**src/design/pi1_pkg.sv**
```systemverilog
`default_nettype none

package pi1_pkg;

	// Bus widths, 32-bit data with word addressing
	localparam int DATA_W = 32;
	localparam int ADDR_W = 30;
	localparam int SEL_W = DATA_W / 8;

	typedef logic [DATA_W-1:0] data_t;
	typedef logic [ADDR_W-1:0] addr_t;
	typedef logic [SEL_W-1:0] sel_t;

	// Read-write returns the old word and stores the new one
	typedef enum logic [1:0] {
		OP_NONE  = 2'b00,
		OP_WRITE = 2'b01,
		OP_READ  = 2'b10,
		OP_RDWR  = 2'b11
	} op_t;

	// Bit 0 is rst0, bit 1 is rst1
	typedef logic [1:0] rst_req_t;
	localparam rst_req_t RST_REQ_NONE = 2'b00;
	localparam rst_req_t RST_REQ_PWROFF = 2'b01;
	localparam rst_req_t RST_REQ_WARM = 2'b10;
	localparam rst_req_t RST_REQ_COLD = 2'b11;

	function automatic logic op_reads(input op_t op);
		return (op == OP_READ) || (op == OP_RDWR);
	endfunction

	function automatic logic op_writes(input op_t op);
		return (op == OP_WRITE) || (op == OP_RDWR);
	endfunction

endpackage

`default_nettype wire

```
**src/design/soc_map_pkg.sv**
```systemverilog
`default_nettype none

package soc_map_pkg;

	// Device indices, also the order of the address map
	typedef logic [1:0] dev_idx_t;
	localparam dev_idx_t DEV_DEVTBL = 2'd0;
	localparam dev_idx_t DEV_INTCTRL = 2'd1;
	localparam dev_idx_t DEV_RAM = 2'd2;
	localparam dev_idx_t DEV_INVALID = 2'd3;
	localparam int DEV_COUNT = int'(DEV_INVALID) + 1;

	// Map sizes in bytes
	localparam logic [31:0] MAPSZ_DEVTBL = 32'h100;
	localparam logic [31:0] MAPSZ_INTCTRL = 32'h100;
	localparam logic [31:0] MAPSZ_RAM = 32'h400;
	localparam logic [31:0] MAPSZ_INVALID = 32'h1000;

	// Contiguous from zero, anything past the RAM is unmapped
	localparam logic [31:0] BASE_DEVTBL = 32'h0;
	localparam logic [31:0] BASE_INTCTRL = BASE_DEVTBL + MAPSZ_DEVTBL;
	localparam logic [31:0] BASE_RAM = BASE_INTCTRL + MAPSZ_INTCTRL;

	localparam logic [15:0] ID_DEVTBL = 16'd7;
	localparam logic [15:0] ID_INTCTRL = 16'd3;
	localparam logic [15:0] ID_RAM = 16'd1;
	localparam logic [15:0] ID_INVALID = 16'd0;
	localparam logic [DEV_COUNT-1:0] USEINTR = '0;

	// Interrupt sources
	localparam int INT_SRC_SDCARD = 0;
	localparam int INT_SRC_SERIAL = INT_SRC_SDCARD + 1;
	localparam int INT_SRC_COUNT = INT_SRC_SERIAL + 1;
	localparam int INT_IDX_W = $clog2(INT_SRC_COUNT);
	typedef logic [INT_SRC_COUNT-1:0] src_vec_t;
	typedef logic [INT_IDX_W-1:0] src_idx_t;

	// Word offsets inside the 256-byte register devices
	localparam int REG_WORD_W = 6;
	localparam logic [REG_WORD_W-1:0] RSTCTRL_WORD = 6'h3F;
	localparam logic [REG_WORD_W-1:0] INT_CUR_WORD = 6'h0;
	localparam logic [REG_WORD_W-1:0] INT_MASK_WORD = 6'h1;

	localparam int RAM_WORDS = int'(MAPSZ_RAM) / 4;
	localparam int RAM_WORD_W = $clog2(RAM_WORDS);

	localparam int RST_CNT_W = 8;
	localparam logic [RST_CNT_W-1:0] RST_HOLD = 8'd255;

endpackage

`default_nettype wire

```
**src/design/pi1_if.sv**
```systemverilog
`timescale 1ns/100ps
`default_nettype none

// One router-to-device link
interface pi1_if;

	pi1_pkg::op_t op;
	pi1_pkg::addr_t addr;
	pi1_pkg::data_t wdata;
	pi1_pkg::sel_t sel;
	pi1_pkg::data_t rdata;
	logic rdy;

	modport host (
		output op,
		output addr,
		output wdata,
		output sel,
		input  rdata,
		input  rdy
	);

	modport dev (
		input  op,
		input  addr,
		input  wdata,
		input  sel,
		output rdata,
		output rdy
	);

endinterface

`default_nettype wire

```
**src/design/pi1_router.sv**
```systemverilog
`timescale 1ns/100ps
`default_nettype none

module pi1_router (
	input  logic           clk24mhz,
	input  logic           sys_rst_i,
	input  pi1_pkg::op_t   pi1_op_i,
	input  pi1_pkg::addr_t pi1_addr_i,
	input  pi1_pkg::data_t pi1_wdata_i,
	input  pi1_pkg::sel_t  pi1_sel_i,
	output pi1_pkg::data_t pi1_rdata_o,
	output logic           pi1_rdy_o,
	pi1_if.host            devtbl_o,
	pi1_if.host            intctrl_o,
	pi1_if.host            ram_o
);

	logic [pi1_pkg::DATA_W-1:0] byte_addr;
	soc_map_pkg::dev_idx_t sel_idx;
	soc_map_pkg::dev_idx_t rd_idx_q;
	pi1_pkg::op_t live_op;
	logic [soc_map_pkg::DEV_COUNT-1:0] dev_rdy;
	pi1_pkg::data_t dev_rdata [soc_map_pkg::DEV_COUNT];

	assign byte_addr = {pi1_addr_i, 2'b00};

	always_comb begin
		if (byte_addr < soc_map_pkg::BASE_INTCTRL) begin
			sel_idx = soc_map_pkg::DEV_DEVTBL;
		end else if (byte_addr < soc_map_pkg::BASE_RAM) begin
			sel_idx = soc_map_pkg::DEV_INTCTRL;
		end else if (byte_addr < soc_map_pkg::BASE_RAM + soc_map_pkg::MAPSZ_RAM) begin
			sel_idx = soc_map_pkg::DEV_RAM;
		end else begin
			sel_idx = soc_map_pkg::DEV_INVALID;
		end
	end

	// No request reaches a device while the system is held in reset
	assign live_op = sys_rst_i ? pi1_pkg::OP_NONE : pi1_op_i;

	// Devices see addresses relative to their own base
	assign devtbl_o.op = (sel_idx == soc_map_pkg::DEV_DEVTBL) ? live_op : pi1_pkg::OP_NONE;
	assign devtbl_o.addr = pi1_addr_i - pi1_pkg::addr_t'(soc_map_pkg::BASE_DEVTBL >> 2);
	assign devtbl_o.wdata = pi1_wdata_i;
	assign devtbl_o.sel = pi1_sel_i;

	assign intctrl_o.op = (sel_idx == soc_map_pkg::DEV_INTCTRL) ? live_op : pi1_pkg::OP_NONE;
	assign intctrl_o.addr = pi1_addr_i - pi1_pkg::addr_t'(soc_map_pkg::BASE_INTCTRL >> 2);
	assign intctrl_o.wdata = pi1_wdata_i;
	assign intctrl_o.sel = pi1_sel_i;

	assign ram_o.op = (sel_idx == soc_map_pkg::DEV_RAM) ? live_op : pi1_pkg::OP_NONE;
	assign ram_o.addr = pi1_addr_i - pi1_pkg::addr_t'(soc_map_pkg::BASE_RAM >> 2);
	assign ram_o.wdata = pi1_wdata_i;
	assign ram_o.sel = pi1_sel_i;

	// The catch-all device is always ready and reads as zero
	assign dev_rdy[soc_map_pkg::DEV_DEVTBL] = devtbl_o.rdy;
	assign dev_rdy[soc_map_pkg::DEV_INTCTRL] = intctrl_o.rdy;
	assign dev_rdy[soc_map_pkg::DEV_RAM] = ram_o.rdy;
	assign dev_rdy[soc_map_pkg::DEV_INVALID] = 1'b1;

	assign dev_rdata[soc_map_pkg::DEV_DEVTBL] = devtbl_o.rdata;
	assign dev_rdata[soc_map_pkg::DEV_INTCTRL] = intctrl_o.rdata;
	assign dev_rdata[soc_map_pkg::DEV_RAM] = ram_o.rdata;
	assign dev_rdata[soc_map_pkg::DEV_INVALID] = '0;

	assign pi1_rdy_o = !sys_rst_i && dev_rdy[sel_idx];

	// Remember which device answers the read in flight
	always_ff @(posedge clk24mhz) begin
		if (sys_rst_i) begin
			rd_idx_q <= soc_map_pkg::DEV_INVALID;
		end else if (pi1_rdy_o && pi1_pkg::op_reads(pi1_op_i)) begin
			rd_idx_q <= sel_idx;
		end
	end

	assign pi1_rdata_o = dev_rdata[rd_idx_q];

endmodule

`default_nettype wire

```
**src/flat_wrapper.sv**
```systemverilog
// flat-port wrapper written by rule: the top's interface ports become plain ports
module pi1_router_flat 
  (clk24mhz, sys_rst_i, pi1_op_i, pi1_addr_i, pi1_wdata_i, pi1_sel_i, pi1_rdata_o, pi1_rdy_o, devtbl_o_op, devtbl_o_addr, devtbl_o_wdata, devtbl_o_sel, devtbl_o_rdata, devtbl_o_rdy, intctrl_o_op, intctrl_o_addr, intctrl_o_wdata, intctrl_o_sel, intctrl_o_rdata, intctrl_o_rdy, ram_o_op, ram_o_addr, ram_o_wdata, ram_o_sel, ram_o_rdata, ram_o_rdy);
  pi1_if devtbl_o_i ();
  pi1_if intctrl_o_i ();
  pi1_if ram_o_i ();
  input  logic clk24mhz;
  input  logic sys_rst_i;
  input  pi1_pkg::op_t pi1_op_i;
  input  pi1_pkg::addr_t pi1_addr_i;
  input  pi1_pkg::data_t pi1_wdata_i;
  input  pi1_pkg::sel_t pi1_sel_i;
  output pi1_pkg::data_t pi1_rdata_o;
  output logic pi1_rdy_o;
  output wire logic [$bits(devtbl_o_i.op)-1:0] devtbl_o_op;
  output wire logic [$bits(devtbl_o_i.addr)-1:0] devtbl_o_addr;
  output wire logic [$bits(devtbl_o_i.wdata)-1:0] devtbl_o_wdata;
  output wire logic [$bits(devtbl_o_i.sel)-1:0] devtbl_o_sel;
  input wire logic [$bits(devtbl_o_i.rdata)-1:0] devtbl_o_rdata;
  input wire logic [$bits(devtbl_o_i.rdy)-1:0] devtbl_o_rdy;
  output wire logic [$bits(intctrl_o_i.op)-1:0] intctrl_o_op;
  output wire logic [$bits(intctrl_o_i.addr)-1:0] intctrl_o_addr;
  output wire logic [$bits(intctrl_o_i.wdata)-1:0] intctrl_o_wdata;
  output wire logic [$bits(intctrl_o_i.sel)-1:0] intctrl_o_sel;
  input wire logic [$bits(intctrl_o_i.rdata)-1:0] intctrl_o_rdata;
  input wire logic [$bits(intctrl_o_i.rdy)-1:0] intctrl_o_rdy;
  output wire logic [$bits(ram_o_i.op)-1:0] ram_o_op;
  output wire logic [$bits(ram_o_i.addr)-1:0] ram_o_addr;
  output wire logic [$bits(ram_o_i.wdata)-1:0] ram_o_wdata;
  output wire logic [$bits(ram_o_i.sel)-1:0] ram_o_sel;
  input wire logic [$bits(ram_o_i.rdata)-1:0] ram_o_rdata;
  input wire logic [$bits(ram_o_i.rdy)-1:0] ram_o_rdy;
  assign devtbl_o_op = devtbl_o_i.op;
  assign devtbl_o_addr = devtbl_o_i.addr;
  assign devtbl_o_wdata = devtbl_o_i.wdata;
  assign devtbl_o_sel = devtbl_o_i.sel;
  assign devtbl_o_i.rdata = devtbl_o_rdata;
  assign devtbl_o_i.rdy = devtbl_o_rdy;
  assign intctrl_o_op = intctrl_o_i.op;
  assign intctrl_o_addr = intctrl_o_i.addr;
  assign intctrl_o_wdata = intctrl_o_i.wdata;
  assign intctrl_o_sel = intctrl_o_i.sel;
  assign intctrl_o_i.rdata = intctrl_o_rdata;
  assign intctrl_o_i.rdy = intctrl_o_rdy;
  assign ram_o_op = ram_o_i.op;
  assign ram_o_addr = ram_o_i.addr;
  assign ram_o_wdata = ram_o_i.wdata;
  assign ram_o_sel = ram_o_i.sel;
  assign ram_o_i.rdata = ram_o_rdata;
  assign ram_o_i.rdy = ram_o_rdy;
  pi1_router u_core (.clk24mhz(clk24mhz), .sys_rst_i(sys_rst_i), .pi1_op_i(pi1_op_i), .pi1_addr_i(pi1_addr_i), .pi1_wdata_i(pi1_wdata_i), .pi1_sel_i(pi1_sel_i), .pi1_rdata_o(pi1_rdata_o), .pi1_rdy_o(pi1_rdy_o), .devtbl_o(devtbl_o_i), .intctrl_o(intctrl_o_i), .ram_o(ram_o_i));
endmodule
```
**config.mk**
```make
export PLATFORM = sky130hd
export DESIGN_NAME = pi1_router_flat
export DESIGN_NICKNAME = d
export VERILOG_FILES = /design/src/design/pi1_pkg.sv /design/src/design/soc_map_pkg.sv /design/src/design/pi1_if.sv /design/src/design/pi1_router.sv /design/src/flat_wrapper.sv
export SDC_FILE = /design/constraint.sdc
export NUM_CORES = 1
export LEC_CHECK = 0
export BUFFER_PORTS_ARGS = -buffer_cell sky130_fd_sc_hd__buf_2
export CORE_AREA = 4 4 155 157
export DETAILED_ROUTE_END_ITERATION = 8
export DIE_AREA = 0 0 159 161
export SLEW_MARGIN = 20
export SYNTH_ARGS = -nofsm -noshare
export SYNTH_HDL_FRONTEND = slang
export SYNTH_SLANG_ARGS = --single-unit
```
**constraint.sdc**
```tcl
create_clock -name clk24mhz -period 1.7 [get_ports clk24mhz]
set_clock_uncertainty 0.1 [all_clocks]
set_input_delay 0 -clock clk24mhz [delete_from_list [all_inputs] [get_ports clk24mhz]]
set_output_delay 0 -clock clk24mhz [all_outputs]
set_load 0.1 [all_outputs]
```
# Word-level counts from Yosys, hierarchy flattened
# Index checks and enable logic that the tools add are counted.
[totals]
out_inout_bits = 237
elab_cells = 30
register_bits = 2
inputBits = 169
[classes]
bitwise_logic = 1
magnitude_cmp = 5
reduce_logical = 5
eq_ne = 4
n_addsub = 2
n_mux = 12
[op_table]
columns = ["op", "n"]
rows = [
  ["binary-select mux 32 bit (select 2 bit)", 1],
  ["two-way mux 32 bit", 2],
  ["< comparator 32 x 10 -> 1 bit (second input constant)", 1],
  ["< comparator 32 x 11 -> 1 bit (second input constant)", 1],
  ["< comparator 32 x 9 -> 1 bit (second input constant)", 1],
  ["subtractor 30 x 7 -> 30 bit (second input constant)", 1],
  ["subtractor 30 x 8 -> 30 bit (second input constant)", 1],
  ["two-way mux 2 bit", 6],
  ["equality test 2 bit (second input constant)", 3],
  ["greater-or-equal comparator 3 bit (second input constant)", 1],
  ["< comparator 2 x 3 -> 1 bit (second input constant)", 1],
  ["inverter 2 -> 3 bit", 1],
  ["binary-select mux 1 bit (select 2 bit)", 1],
  ["equality test 2 x 1 -> 1 bit (second input constant)", 1],
  ["logical AND 1 bit", 2],
  ["zero test 2 bit", 1],
  ["two-way mux 1 bit", 2],
  ["zero test 1 bit", 1],
  ["logical OR 1 bit", 1],
]

# Depth between registers and ports, before layout
# Gate-level depths: netlist (run 1).
[logic_depth]
word_depth = 8
mapped_depth = 8
ltp_nobuf = 7

# Least setup slack after synthesis (run 1)
# No wires, ideal clock.
[synth_path]
path_kind = "input -> output"
start = "input port pi1_addr_i[7]"
end = "output port ram_o_addr[17]"
setup_slack_ps = -2910
arrival_ps = 4510
cell_stages = 6
t_required_ps = 1600
path_buffers = 2
cell_sequence = "clkbuf_1 > inv_1 > ha_1 > clkbuf_2 > inv_1 > o41ai_1"
[synth_via]
elab_chain_len = 1
[synth_rtl]
columns = ["element", "line_no", "source"]
rows = [
  ["start: declaration", "flat_wrapper.sv:10", "input pi1_pkg::addr_t pi1_addr_i;"],
  ["subtractor 30 x 8 -> 30 bit", "pi1_router.sv:54", "assign ram_o.addr = pi1_addr_i - pi1_pkg::addr_t'(soc_map_pkg::BASE_RAM >> 2);"],
  ["end: declaration", "flat_wrapper.sv:28", "output wire logic [$bits(ram_o_i.addr)-1:0] ram_o_addr;"],
]
# No other way between the ends.

# Worst setup path in the final report (run 1)
[layout_path]
start = "input port pi1_addr_i[12]"
end = "output port intctrl_o_addr[19]"
[layout_via]
elab_chain_len = 1
[layout_rtl]
columns = ["element", "line_no", "source"]
rows = [
  ["subtractor 30 x 7 -> 30 bit", "pi1_router.sv:49", "assign intctrl_o.addr = pi1_addr_i - pi1_pkg::addr_t'(soc_map_pkg::BASE_INTCTRL >> 2);"],
  ["end: declaration", "flat_wrapper.sv:22", "output wire logic [$bits(intctrl_o_i.addr)-1:0] intctrl_o_addr;"],
]
# No other way between the ends.

==> reports/metrics.csv, run 1 <==
stage,metric,value,unit
status,status,finished with violations,
status,violated checks,negative setup slack,
timing,Finish-stage setup viols,29,
clocking,number of sinks driven by the clock tree,2,
floorplan,Placeable Area,0.0225,mm²
clocking,clk_lat worst skew,0.22,ns
floorplan,floorplan die width,159,µm
floorplan,die area,0.0256,mm²
synth,area of the mapped netlist,0.00292,mm²
synth,"post-synthesis share of cell area spent on full adders, half adders and majority gates",1.29,%
worst_setup_path,cell chain of the critical path,buf_8 > nor4_4 > buf_4 > nand2_4 > or4b_4 > nor4_4 > xor2_4 > buf_12,
clocking,Max clock buf depth,2,
cells_and_area,fraction of final layout cells sized beyond drive strength 1,81.6,%
floorplan,floorplan row count,55,
power_and_ir_drop,internal power consumption,1.26,mW
worst_setup_path,endpoint class of the critical path,output pin,
worst_setup_path,element type at the critical path start,primary input,
floorplan,Starting Density,13.0,%
synth,Cell variety after synth,40,
power_and_ir_drop,net switching share of the total power,66.1,%
power_and_ir_drop,power share of the combinational group,88.9,%
worst_hold_path,hold wc startpoint,pi1_op_i[1],
timing,slew of the pin with the lowest slew margin,0.502,ns
power_and_ir_drop,worst-case vdd ir drop,0.293,mV
worst_setup_path,cell repeated most along the worst path,nor4_4,
grt,Total Routing Usage GR,12.3,%
grt,largest net degree at the start of global routing,34,
clocking,number of levels in the clock H-tree,1,
synth,gate count of the mapped netlist,431,
worst_setup_path,highest-delay cell along the critical path,or4b_4,
worst_setup_path,"setup slack, reg-to-reg",0.49,ns
power_and_ir_drop,Reg power frac,1.2,%
clocking,clock root cell,clkbuf_16,
cells_and_area,"commonest cells after routing, fill and taps aside","149 x buf_2, 87 x buf_12, 69 x buf_4",
placement,total of buffers placed on input and output ports,237,
synth,fraction of synthesized cell area in xor and xnor cells,12.6,%
placement,HPWL reported at the end of detailed placement,13.3,mm
cells_and_area,Largest register FFs,2,
timing,final worst slack,-0.258,ns
cells_and_area,"most common cell after layout, fill and taps aside",buf_2,
timing,RSZ-0062 raised after global routing,yes,
synth,sequential fraction of the synthesis area,1.37,%
cells_and_area,register ranked first by flip-flop count,u_core.rd_idx_q,
worst_setup_path,Reg2Reg Depth,3,
timing,"Hold Vio Cnt, Final",0,
clocking,clock tree from TritonCTS,built,
power_and_ir_drop,Design Power,3.72,mW
synth,simple logic cell fraction of the synthesized area,22.5,%
cells_and_area,relative area change from synthesis to final layout,181,%
routing,routed wire length,16.8,mm
worst_hold_path,Worst Hold Class,primary input to register,
cells_and_area,registers with the most flip-flops,u_core.rd_idx_q (2),
power_and_ir_drop,clock power share,9.8,%
floorplan,die extent in y,161,µm
synth,cell accounting for the most synthesized area,buf_4,
timing,final hold slack,0.0340,ns
worst_setup_path,CP arrival,1.86,ns
timing,Final Max Slew Viols,0,
routing,number of vias per cell,3.86,
grt,initial antenna violation count,1,
synth,synthesized area per cell,6.77,µm²
run,number of max-cap violations,0,
synth,portion of synthesized cell area occupied by the leading cell type,39.1,%
worst_setup_path,category of the critical setup timing path,primary input to output pin,
power_and_ir_drop,total power divided by cell area,454,mW/mm²
worst_setup_path,CP peak stage delay,0.58,ns
worst_hold_path,number of cells on the worst hold path,3,
routing,violation count after the first detailed-route iteration,58,
synth,fraction of synthesized area in multiplexers,11.0,%
timing,final critical-path required period,1.96,ns
worst_setup_path,highest net fanout along the worst path,4,
synth,most used flip-flop cell after synthesis,dfxtp_1,
routing,routed len/inst,18.3,µm
power_and_ir_drop,static leakage power,3.73,nW
placement,routability-driven placement congestion ratio,0.770,
cells_and_area,nets@finish,808,
worst_setup_path,critical register-to-register path endpoint,u_core.rd_idx_q[0],
synth,share of synthesized flip-flops with an asynchronous set or reset,0,%
routing,via count of the routed design,3553,
grt,via count of the first global-routing pass,3985,
routing,DRC violation count after routing,0,
power_and_ir_drop,net load switching power,2.46,mW
clocking,CTS clock-pin slew for the worst setup and hold paths,0.03,ns
synth,Synth Register Bits,2,
synth,number of enable-type register cells in the synthesized netlist,0,
worst_hold_path,destination of the worst hold path,u_core.rd_idx_q[0],
synth,largest family of logic cells by synthesized area,buffers and inverters,
synth,number of synthesis warnings,0,
timing,post-route fraction of the period consumed by the critical path,115,%
synth,complex-gate fraction of the synthesized area,8.23,%
worst_setup_path,FF-to-FF Start,u_core.rd_idx_q[0],
floorplan,number of top-level pins,406,
timing,worst max-slew margin expressed relative to the limit,66.8,%
timing,achievable clock frequency,511,MHz
grt,leftover overflow at the end of global routing,0,
routing,number of nets with antenna violations after routing,0,
synth,net count after synthesis,603,
routing,First-pass DRT Iterations,4,
clocking,number of buffers created by CTS,3,
worst_setup_path,required time of the critical path,1.60,ns
synth,synth top area cells,"buf_4 39%, mux2i_1 11%, xnor2_1 6.3%, xor2_1 6.3%, nand2_1 6.0%",
grt,first-pass GRT wire length,24.8,mm
cell families after synthesis:
family          count (synthesis)
buf+inv                       182
simple gates                  128
compound gates                 42
xor+xnor                       42
mux                            32
fa+ha+maj                       3
flops                           2
power groups by stage:
stage          combinational [mW]  clock, mW  sequential [mW]
2_1_floorplan                2.52          0           0.0479
3_3_place_gp                 1.75          0           0.0463
3_5_place_dp                 1.76          0           0.0463
4_1_cts                      3.29      0.371           0.0457
5_1_grt                      3.40      0.377           0.0457
6_report                     3.31      0.366           0.0457
stage by stage:
step / setup TNS (ns) / std cells / worst slack [ns] / utilization [%] / area [µm²]
final: -3.75 / 921 / -0.258 / 36.5 / 8210
after global routing: -7.08 / 921 / -0.363 / 36.5 / 8210
after CTS: -2.66 / 912 / -0.256 / 35.3 / 7940
after detailed placement: -4.42 / 857 / -0.262 / 28.8 / 6490
after global placement: -4.11 / 857 / -0.267 / 28.8 / 6490
after floorplan: -24.16 / 431 / -0.869 / - / 4390
critical path, delay by kind of cell:
family,cells,cell delay [ns]
XOR/XNOR,1,0.19
buffers and inverters,3,0.48
AND/OR/NAND/NOR,4,1.19
routing by layer:
layer / up-vias / wire length (µm) / share of wire [%] / global-route usage, %
li1: 1678 / - / - / -
met1: 1646 / 5860 / 35 / 12.9
met2: 223 / 9340 / 55 / 24.1
met3: 6 / 1520 / 9.0 / 4.13
met4: 0 / 136 / 0.81 / 1.50
met5: - / 0 / 0 / 0
area by class of cell:
class | count | area [µm²]
Antenna cell | 1 | 2.50
Clock buffer | 4 | 78.8
Fill cell | 2114 | 14300
Inverter | 9 | 48.8
Multi-Input combinational cell | 247 | 3200
Sequential cell | 2 | 45.0
Tap cell | 285 | 357
Timing Repair Buffer | 373 | 4480
worst max path at each step:
stage                   start                 end  slack (ns)  cells past startpoint
2_1_floorplan   pi1_addr_i[7]      ram_o_addr[19]       -0.87                      8
3_3_place_gp   pi1_addr_i[11]      ram_o_addr[19]       -0.27                      8
3_5_place_dp   pi1_addr_i[11]  intctrl_o_addr[27]       -0.26                     10
4_1_cts        pi1_addr_i[11]      ram_o_addr[19]       -0.26                      8
5_1_grt        pi1_addr_i[12]  intctrl_o_addr[27]       -0.36                     10
6_report       pi1_addr_i[12]  intctrl_o_addr[19]       -0.26                      8
synthesized netlist by cell type, types with 2 or more instances:
library cell and count:
nor4_4 3, xnor2_1 21, nor3_1 17, o21ai_0 32, buf_1 2, dfxtp_1 2
nand2_1 47, nand3_1 11, nor4_1 7, xor2_1 21, clkbuf_1 18, nand4_1 3
buf_4 152, ha_1 3, nor2_1 25, a21oi_1 3, inv_1 9, mux2i_1 32
nor2b_1 2
what timing repair did:
| item | CTS | global route |
|---|---|---|
| setup buffers | 9 | 9 |
| hold endpoints to repair | 126 | 0 |
| hold buffers | 42 | 0 |
| endpoints found under the setup margin | 33 | 39 |
| pin swaps | 20 | 32 |
| gates resized for setup | 30 | 45 |
Power figures use the tool's default switching activity.
==> run 2: changes to the inputs <==
--- a/constraint.sdc
+++ b/constraint.sdc
@@ -3,3 +3,3 @@
 set_input_delay 0 -clock clk24mhz [delete_from_list [all_inputs] [get_ports clk24mhz]]
 set_output_delay 0 -clock clk24mhz [all_outputs]
-set_load 0.1 [all_outputs]
+set_load 0.02 [all_outputs]
==> reports/metrics.csv, run 2 (same netlist as run 1, synthesis figures left out) <==
stage,metric,value,unit,change
status,status,finished with violations,,
status,violated checks,negative setup slack,,
routing,number of nets with antenna violations after routing,0,,unchanged
clocking,number of levels in the clock H-tree,1,,unchanged
cells_and_area,fraction of final layout cells sized beyond drive strength 1,57.9,%,-24 points
worst_setup_path,required time of the critical path,1.60,ns,about the same
grt,Total Routing Usage GR,10.6,%,-1.7 points
cells_and_area,relative area change from synthesis to final layout,56.6,%,
placement,pre-CTS setup slack,-0.116,ns,+0.146 ns
worst_hold_path,Worst Hold Class,primary input to output pin,,
power_and_ir_drop,total power divided by cell area,319,mW/mm²,-30%
routing,via count of the routed design,3422,,-3.7%
timing,achievable clock frequency,572,MHz,+12%
placement,routability-driven placement congestion ratio,0.802,,+4.1%
clocking,clock tree from TritonCTS,built,,
floorplan,number of top-level pins,406,,unchanged
cells_and_area,"most common cell after layout, fill and taps aside",buf_2,,
floorplan,floorplan die width,159,µm,unchanged
power_and_ir_drop,static leakage power,2.40,nW,-36%
timing,Finish-stage setup viols,2,,-93%
timing,post-route fraction of the period consumed by the critical path,103,%,-12 points
floorplan,floorplan row count,55,,unchanged
clocking,number of buffers created by CTS,3,,unchanged
cells_and_area,number of filler instances in the final layout,2521,,+19%
cells_and_area,Final Instance Count excl. Fillers,889,,-3.5%
clocking,clk_lat worst skew,0.22,ns,about the same
cells_and_area,share of the core filled with cells,20.3,%,-16 points
worst_setup_path,endpoint class of the critical path,output pin,,
timing,"Hold Vio Cnt, Final",0,,unchanged
routing,First-pass DRT Iterations,4,,unchanged
floorplan,Placeable Area,0.0225,mm²,unchanged
routing,violation count after the first detailed-route iteration,93,,+60%
timing,slew of the pin with the lowest slew margin,0.698,ns,+0.196 ns
run,number of max-cap violations,0,,unchanged
routing,routed len/inst,16.9,µm,-7.3%
timing,worst max-slew margin expressed relative to the limit,53.3,%,-13 points
worst_setup_path,CP arrival,1.65,ns,-0.21 ns
cells_and_area,register ranked first by flip-flop count,u_core.rd_idx_q,,
cells_and_area,Largest register FFs,2,,unchanged
cells_and_area,registers with the most flip-flops,u_core.rd_idx_q (2),,
power_and_ir_drop,Design Power,1.46,mW,-61%
cells_and_area,nets@finish,777,,-3.8%
grt,via count of the first global-routing pass,3632,,-8.9%
floorplan,die area,0.0256,mm²,unchanged
clocking,Max clock buf depth,2,,unchanged
timing,final worst slack,-0.0491,ns,+0.209 ns
power_and_ir_drop,worst-case vdd ir drop,0.188,mV,-36%
timing,Final Max Slew Viols,0,,unchanged
cells_and_area,"commonest cells after routing, fill and taps aside","219 x buf_2, 65 x buf_4, 46 x nand2_1",,
routing,number of vias per cell,3.85,,-0.22%
grt,first-pass GRT wire length,21.4,mm,-14%
worst_setup_path,category of the critical setup timing path,primary input to output pin,,
placement,HPWL reported at the end of detailed placement,12.6,mm,-4.8%
timing,final critical-path required period,1.75,ns,-0.209 ns
clocking,clock root cell,clkbuf_16,,
timing,RSZ-0062 raised after global routing,yes,,
grt,largest net degree at the start of global routing,34,,unchanged
grt,leftover overflow at the end of global routing,0,,unchanged
placement,total of buffers placed on input and output ports,237,,unchanged
placement,number of placed cells counting well taps,838,,-2.2%
floorplan,die extent in y,161,µm,unchanged
worst_setup_path,highest net fanout along the worst path,4,,unchanged
clocking,number of sinks driven by the clock tree,2,,unchanged
worst_setup_path,element type at the critical path start,primary input,,
routing,DRC violation count after routing,0,,unchanged
routing,routed wire length,15.1,mm,-11%
floorplan,Starting Density,13.0,%,unchanged
grt,initial antenna violation count,1,,unchanged
run 2: what timing repair did:
item                       4_1_cts  5_1_grt
gates resized for setup         17       44
setup endpoints to repair       14       23
hold endpoints to repair       128        0
pin swaps                        1        9
hold buffers                    44        0
setup buffers                    2        1
run 2: path summary, 6_finish.rpt:
check                                   startpoint                 end  slack (ns)  cells past startpoint
worst max-delay path                pi1_addr_i[11]  intctrl_o_addr[19]       -0.05                      8
worst min-delay path                pi1_addr_i[12]   devtbl_o_addr[12]        0.16                      2
worst max register to register  u_core.rd_idx_q[1]  u_core.rd_idx_q[1]        0.64                      3
worst min register to register  u_core.rd_idx_q[0]  u_core.rd_idx_q[0]        0.49                      2
run 2: where the power goes:
group          leakage (nW)  internal, mW  switching, mW  total, mW
logic                  2.35         0.389          0.673       1.06
registers            0.0157        0.0473   0.0000000102     0.0473
clock network        0.0370         0.299         0.0520      0.351
total                  2.40         0.735          0.725       1.46
run 2: layout make-up:
type,count,area (µm²),area share (%)
Inverter,9,41.3,0.903
Timing Repair Buffer,342,2210,48.3
Tap cell,285,357,7.80
Clock buffer,3,75.1,1.64
Multi-Input combinational cell,247,1850,40.4
Antenna cell,1,2.50,0.0547
Sequential cell,2,41.3,0.903
run 2: critical path: stages:
cell	delay, ns
buf_6	0.10
nor4_4	0.28
buf_6	0.17
nand2_4	0.05
or4b_4	0.53
nor4_4	0.20
xor2_2	0.18
buf_6	0.14
run 2: per-layer routing:
metal	global-route usage, %	routed length, µm	part of all wire (%)	up-vias
met1	11.5	5600	37	1553
met4	1.38	127	0.84	0
met5	0	0	0	-
li1	-	-	-	1613
met3	3.16	1300	8.6	9
met2	20.7	8040	53	247
run 2: per-stage QoR:
| step | instance area [µm²] | hold slack [ns] | setup TNS, ns |
|---|---|---|---|
| final | 4570 | 0.157 | -0.0924 |
| after global routing | 4570 | 0.166 | -0.998 |
| after CTS | 4370 | 0.159 | -0.128 |
| after detailed placement | 3770 | -0.0997 | -0.869 |
| after global placement | 3770 | -0.0997 | -0.954 |
| after floorplan | 3010 | -0.0202 | 0 |
==> run 3: changes to the inputs <==
CELL_PAD_IN_SITES_DETAIL_PLACEMENT = 1   (was not set)
CELL_PAD_IN_SITES_GLOBAL_PLACEMENT = 2   (was not set)
CORE_AREA = not set   (was 4 4 155 157)
CORE_MARGIN = 4   (was not set)
CORE_UTILIZATION = 12   (was not set)
DIE_AREA = not set   (was 0 0 159 161)
PLACE_DENSITY_LB_ADDON = 0.1   (was not set)
==> reports/metrics.csv, run 3 (same netlist as run 1, synthesis figures left out) <==
stage,metric,value,unit,change
worst_setup_path,Buf/Inv on CP,3,,unchanged
routing,DRC violation count after routing,0,,unchanged
grt,largest net degree at the start of global routing,34,,unchanged
cells_and_area,relative area change from synthesis to final layout,67.9,%,
cells_and_area,registers with the most flip-flops,u_core.rd_idx_q (2),,
floorplan,floorplan row count,56,,+1.8%
power_and_ir_drop,power share of the combinational group,72.8,%,about the same
status,violated checks,negative setup slack,,
clocking,clock root cell,clkbuf_16,,
worst_setup_path,category of the critical setup timing path,primary input to output pin,,
power_and_ir_drop,net switching share of the total power,49.1,%,-0.58 points
power_and_ir_drop,internal power consumption,0.752,mW,+2.3%
placement,routability-driven placement congestion ratio,0.728,,-9.2%
power_and_ir_drop,Reg power frac,3.2,%,about the same
timing,"Hold Vio Cnt, Final",0,,unchanged
grt,via count of the first global-routing pass,3678,,+1.3%
routing,number of vias per cell,3.68,,-4.5%
power_and_ir_drop,total power divided by cell area,301,mW/mm²,-5.7%
worst_setup_path,highest-delay cell along the critical path,or4b_4,,
clocking,number of buffers created by CTS,3,,unchanged
routing,violation count after the first detailed-route iteration,65,,-30%
timing,final critical-path required period,1.76,ns,+0.0147 ns
placement,area of placed instances,0.00383,mm²,+1.5%
power_and_ir_drop,clock power share,24.0,%,about the same
worst_setup_path,cell chain of the critical path,buf_6 > nor4_4 > buf_4 > nand2_4 > or4b_4 > nor4_4 > xor2_2 > buf_6,,
cells_and_area,antenna diode count,0,,-1
floorplan,number of top-level pins,406,,unchanged
floorplan,die extent in y,164,µm,+1.8%
timing,post-route fraction of the period consumed by the critical path,104,%,+0.86 points
worst_setup_path,element type at the critical path start,primary input,,
timing,RSZ-0062 raised after global routing,yes,,
cells_and_area,number of filler instances in the final layout,2892,,+15%
floorplan,die area,0.0269,mm²,+5.0%
floorplan,Starting Density,12.3,%,-0.65 points
timing,achievable clock frequency,567,MHz,-0.83%
cells_and_area,"commonest cells after routing, fill and taps aside","209 x buf_2, 76 x buf_4, 42 x nand2_1, 42 x dlygate4sd3_1, 32 x mux2i_1",,
power_and_ir_drop,net load switching power,0.724,mW,about the same
grt,initial antenna violation count,2,,+1
grt,leftover overflow at the end of global routing,0,,unchanged
power_and_ir_drop,worst-case vdd ir drop,0.201,mV,+7.0%
clocking,number of sinks driven by the clock tree,2,,unchanged
cells_and_area,nets@finish,787,,+1.3%
timing,worst max-slew margin expressed relative to the limit,55.1,%,+1.8 points
power_and_ir_drop,static leakage power,2.54,nW,+5.9%
worst_setup_path,launch point of the critical path,pi1_addr_i[11],,
worst_setup_path,required time of the critical path,1.60,ns,about the same
timing,Final Max Slew Viols,0,,unchanged
placement,pre-CTS setup slack,-0.207,ns,-0.0904 ns
routing,routed wire length,15.2,mm,+0.90%
floorplan,Placeable Area,0.0237,mm²,+5.2%
cells_and_area,"most common cell after layout, fill and taps aside",buf_2,,
grt,Total Routing Usage GR,10.1,%,-0.52 points
clocking,Max clock buf depth,2,,unchanged
clocking,number of levels in the clock H-tree,1,,unchanged
routing,number of nets with antenna violations after routing,0,,unchanged
timing,final worst slack,-0.0638,ns,-0.0147 ns
cells_and_area,cell area after layout,0.00490,mm²,+7.2%
worst_hold_path,hold wc startpoint,sys_rst_i,,
status,status,finished with violations,,
timing,Finish-stage setup viols,5,,+3
power_and_ir_drop,Design Power,1.48,mW,+1.1%
cells_and_area,register ranked first by flip-flop count,u_core.rd_idx_q,,
clocking,CTS clock-pin slew for the worst setup and hold paths,0.03,ns,
placement,total of buffers placed on input and output ports,237,,unchanged
placement,HPWL reported at the end of detailed placement,12.6,mm,-0.22%
clocking,clk_lat worst skew,0.22,ns,about the same
worst_setup_path,endpoint class of the critical path,output pin,,
cells_and_area,Largest register FFs,2,,unchanged
clocking,clock tree from TritonCTS,built,,
run,number of max-cap violations,0,,unchanged
timing,slew of the pin with the lowest slew margin,0.671,ns,-0.0263 ns
worst_hold_path,Worst Hold Class,primary input to register,,
worst_setup_path,FF-to-FF Start,u_core.rd_idx_q[0],,
grt,first-pass GRT wire length,21.2,mm,-0.84%
routing,routed len/inst,16.3,µm,-3.8%
worst_setup_path,highest net fanout along the worst path,4,,unchanged
routing,First-pass DRT Iterations,4,,unchanged
worst_setup_path,CP peak stage delay,0.54,ns,about the same
routing,via count of the routed design,3427,,+0.15%
cells_and_area,fraction of final layout cells sized beyond drive strength 1,60.8,%,+3.0 points
worst_setup_path,cell family contributing the most delay on the critical path,simple AND/OR/NAND/NOR gates,,
timing,final hold slack,0.0281,ns,-0.129 ns
worst_setup_path,CP arrival,1.66,ns,about the same
floorplan,floorplan die width,164,µm,+3.1%
run 3: cell count changes in the layout (fill, tap and decap cells not counted), sizes merged:
cell	before	now
diode	1	0
buf	297	310
clkbuf	4	3
dlygate4sd3	44	42
run 3: final timing paths:
check | cells after the start | end | slack, ns
setup reg to reg | 2 | u_core.rd_idx_q[0] | 0.68
setup / recovery | 8 | intctrl_o_addr[19] | -0.06
hold reg to reg | 2 | u_core.rd_idx_q[0] | 0.53
hold / removal | 3 | u_core.rd_idx_q[1] | 0.03
run 3: final cells by class:
type / count / area [µm²] / area share [%]
repair buffers: 352 / 2370 / 48.3
multi-input cells: 247 / 1980 / 40.3
well taps: 319 / 399 / 8.15
clock buffers: 3 / 75.1 / 1.53
flip-flops and latches: 2 / 41.3 / 0.843
inverters: 9 / 41.3 / 0.843
run 3: power groups by stage:
stage	Sequential, mW	Clock (mW)	Combinational [mW]
final	0.0473	0.355	1.07
after global routing	0.0473	0.365	1.16
after CTS	0.0473	0.358	1.05
after detailed placement	0.0479	0	0.706
after global placement	0.0479	0	0.707
after floorplan	0.0479	0	0.780
run 3: stage by stage:
stage | utilization [%] | std cells | TNS, ns
after floorplan | - | 431 | 0
after global placement | 16.2 | 874 | -1.29
after detailed placement | 16.2 | 874 | -1.77
after CTS | 19.2 | 922 | -0.249
after global routing | 20.7 | 932 | -1.06
final | 20.7 | 932 | -0.138
run 3: worst register-to-register path: stages (launching register included):
cell and delay [ns]:
dfxtp_2 0.37, nor4_1 0.29, o31ai_1 0.12
run 3: routing by layer:
layer,up-vias,wire (µm),global-route usage [%]
met5,-,27,0
met4,4,53,0.915
met3,10,1660,3.84
met2,215,7870,19.2
met1,1564,5600,11.0
li1,1634,-,-
run 3: timing repair:
item	4_1_cts	5_1_grt
pin swaps	10	27
gates resized for setup	44	64
setup endpoints to repair	22	26
endpoints found under the hold margin	126	0
gates cloned	0	0
hold buffers	42	0
buffers inserted	3	11
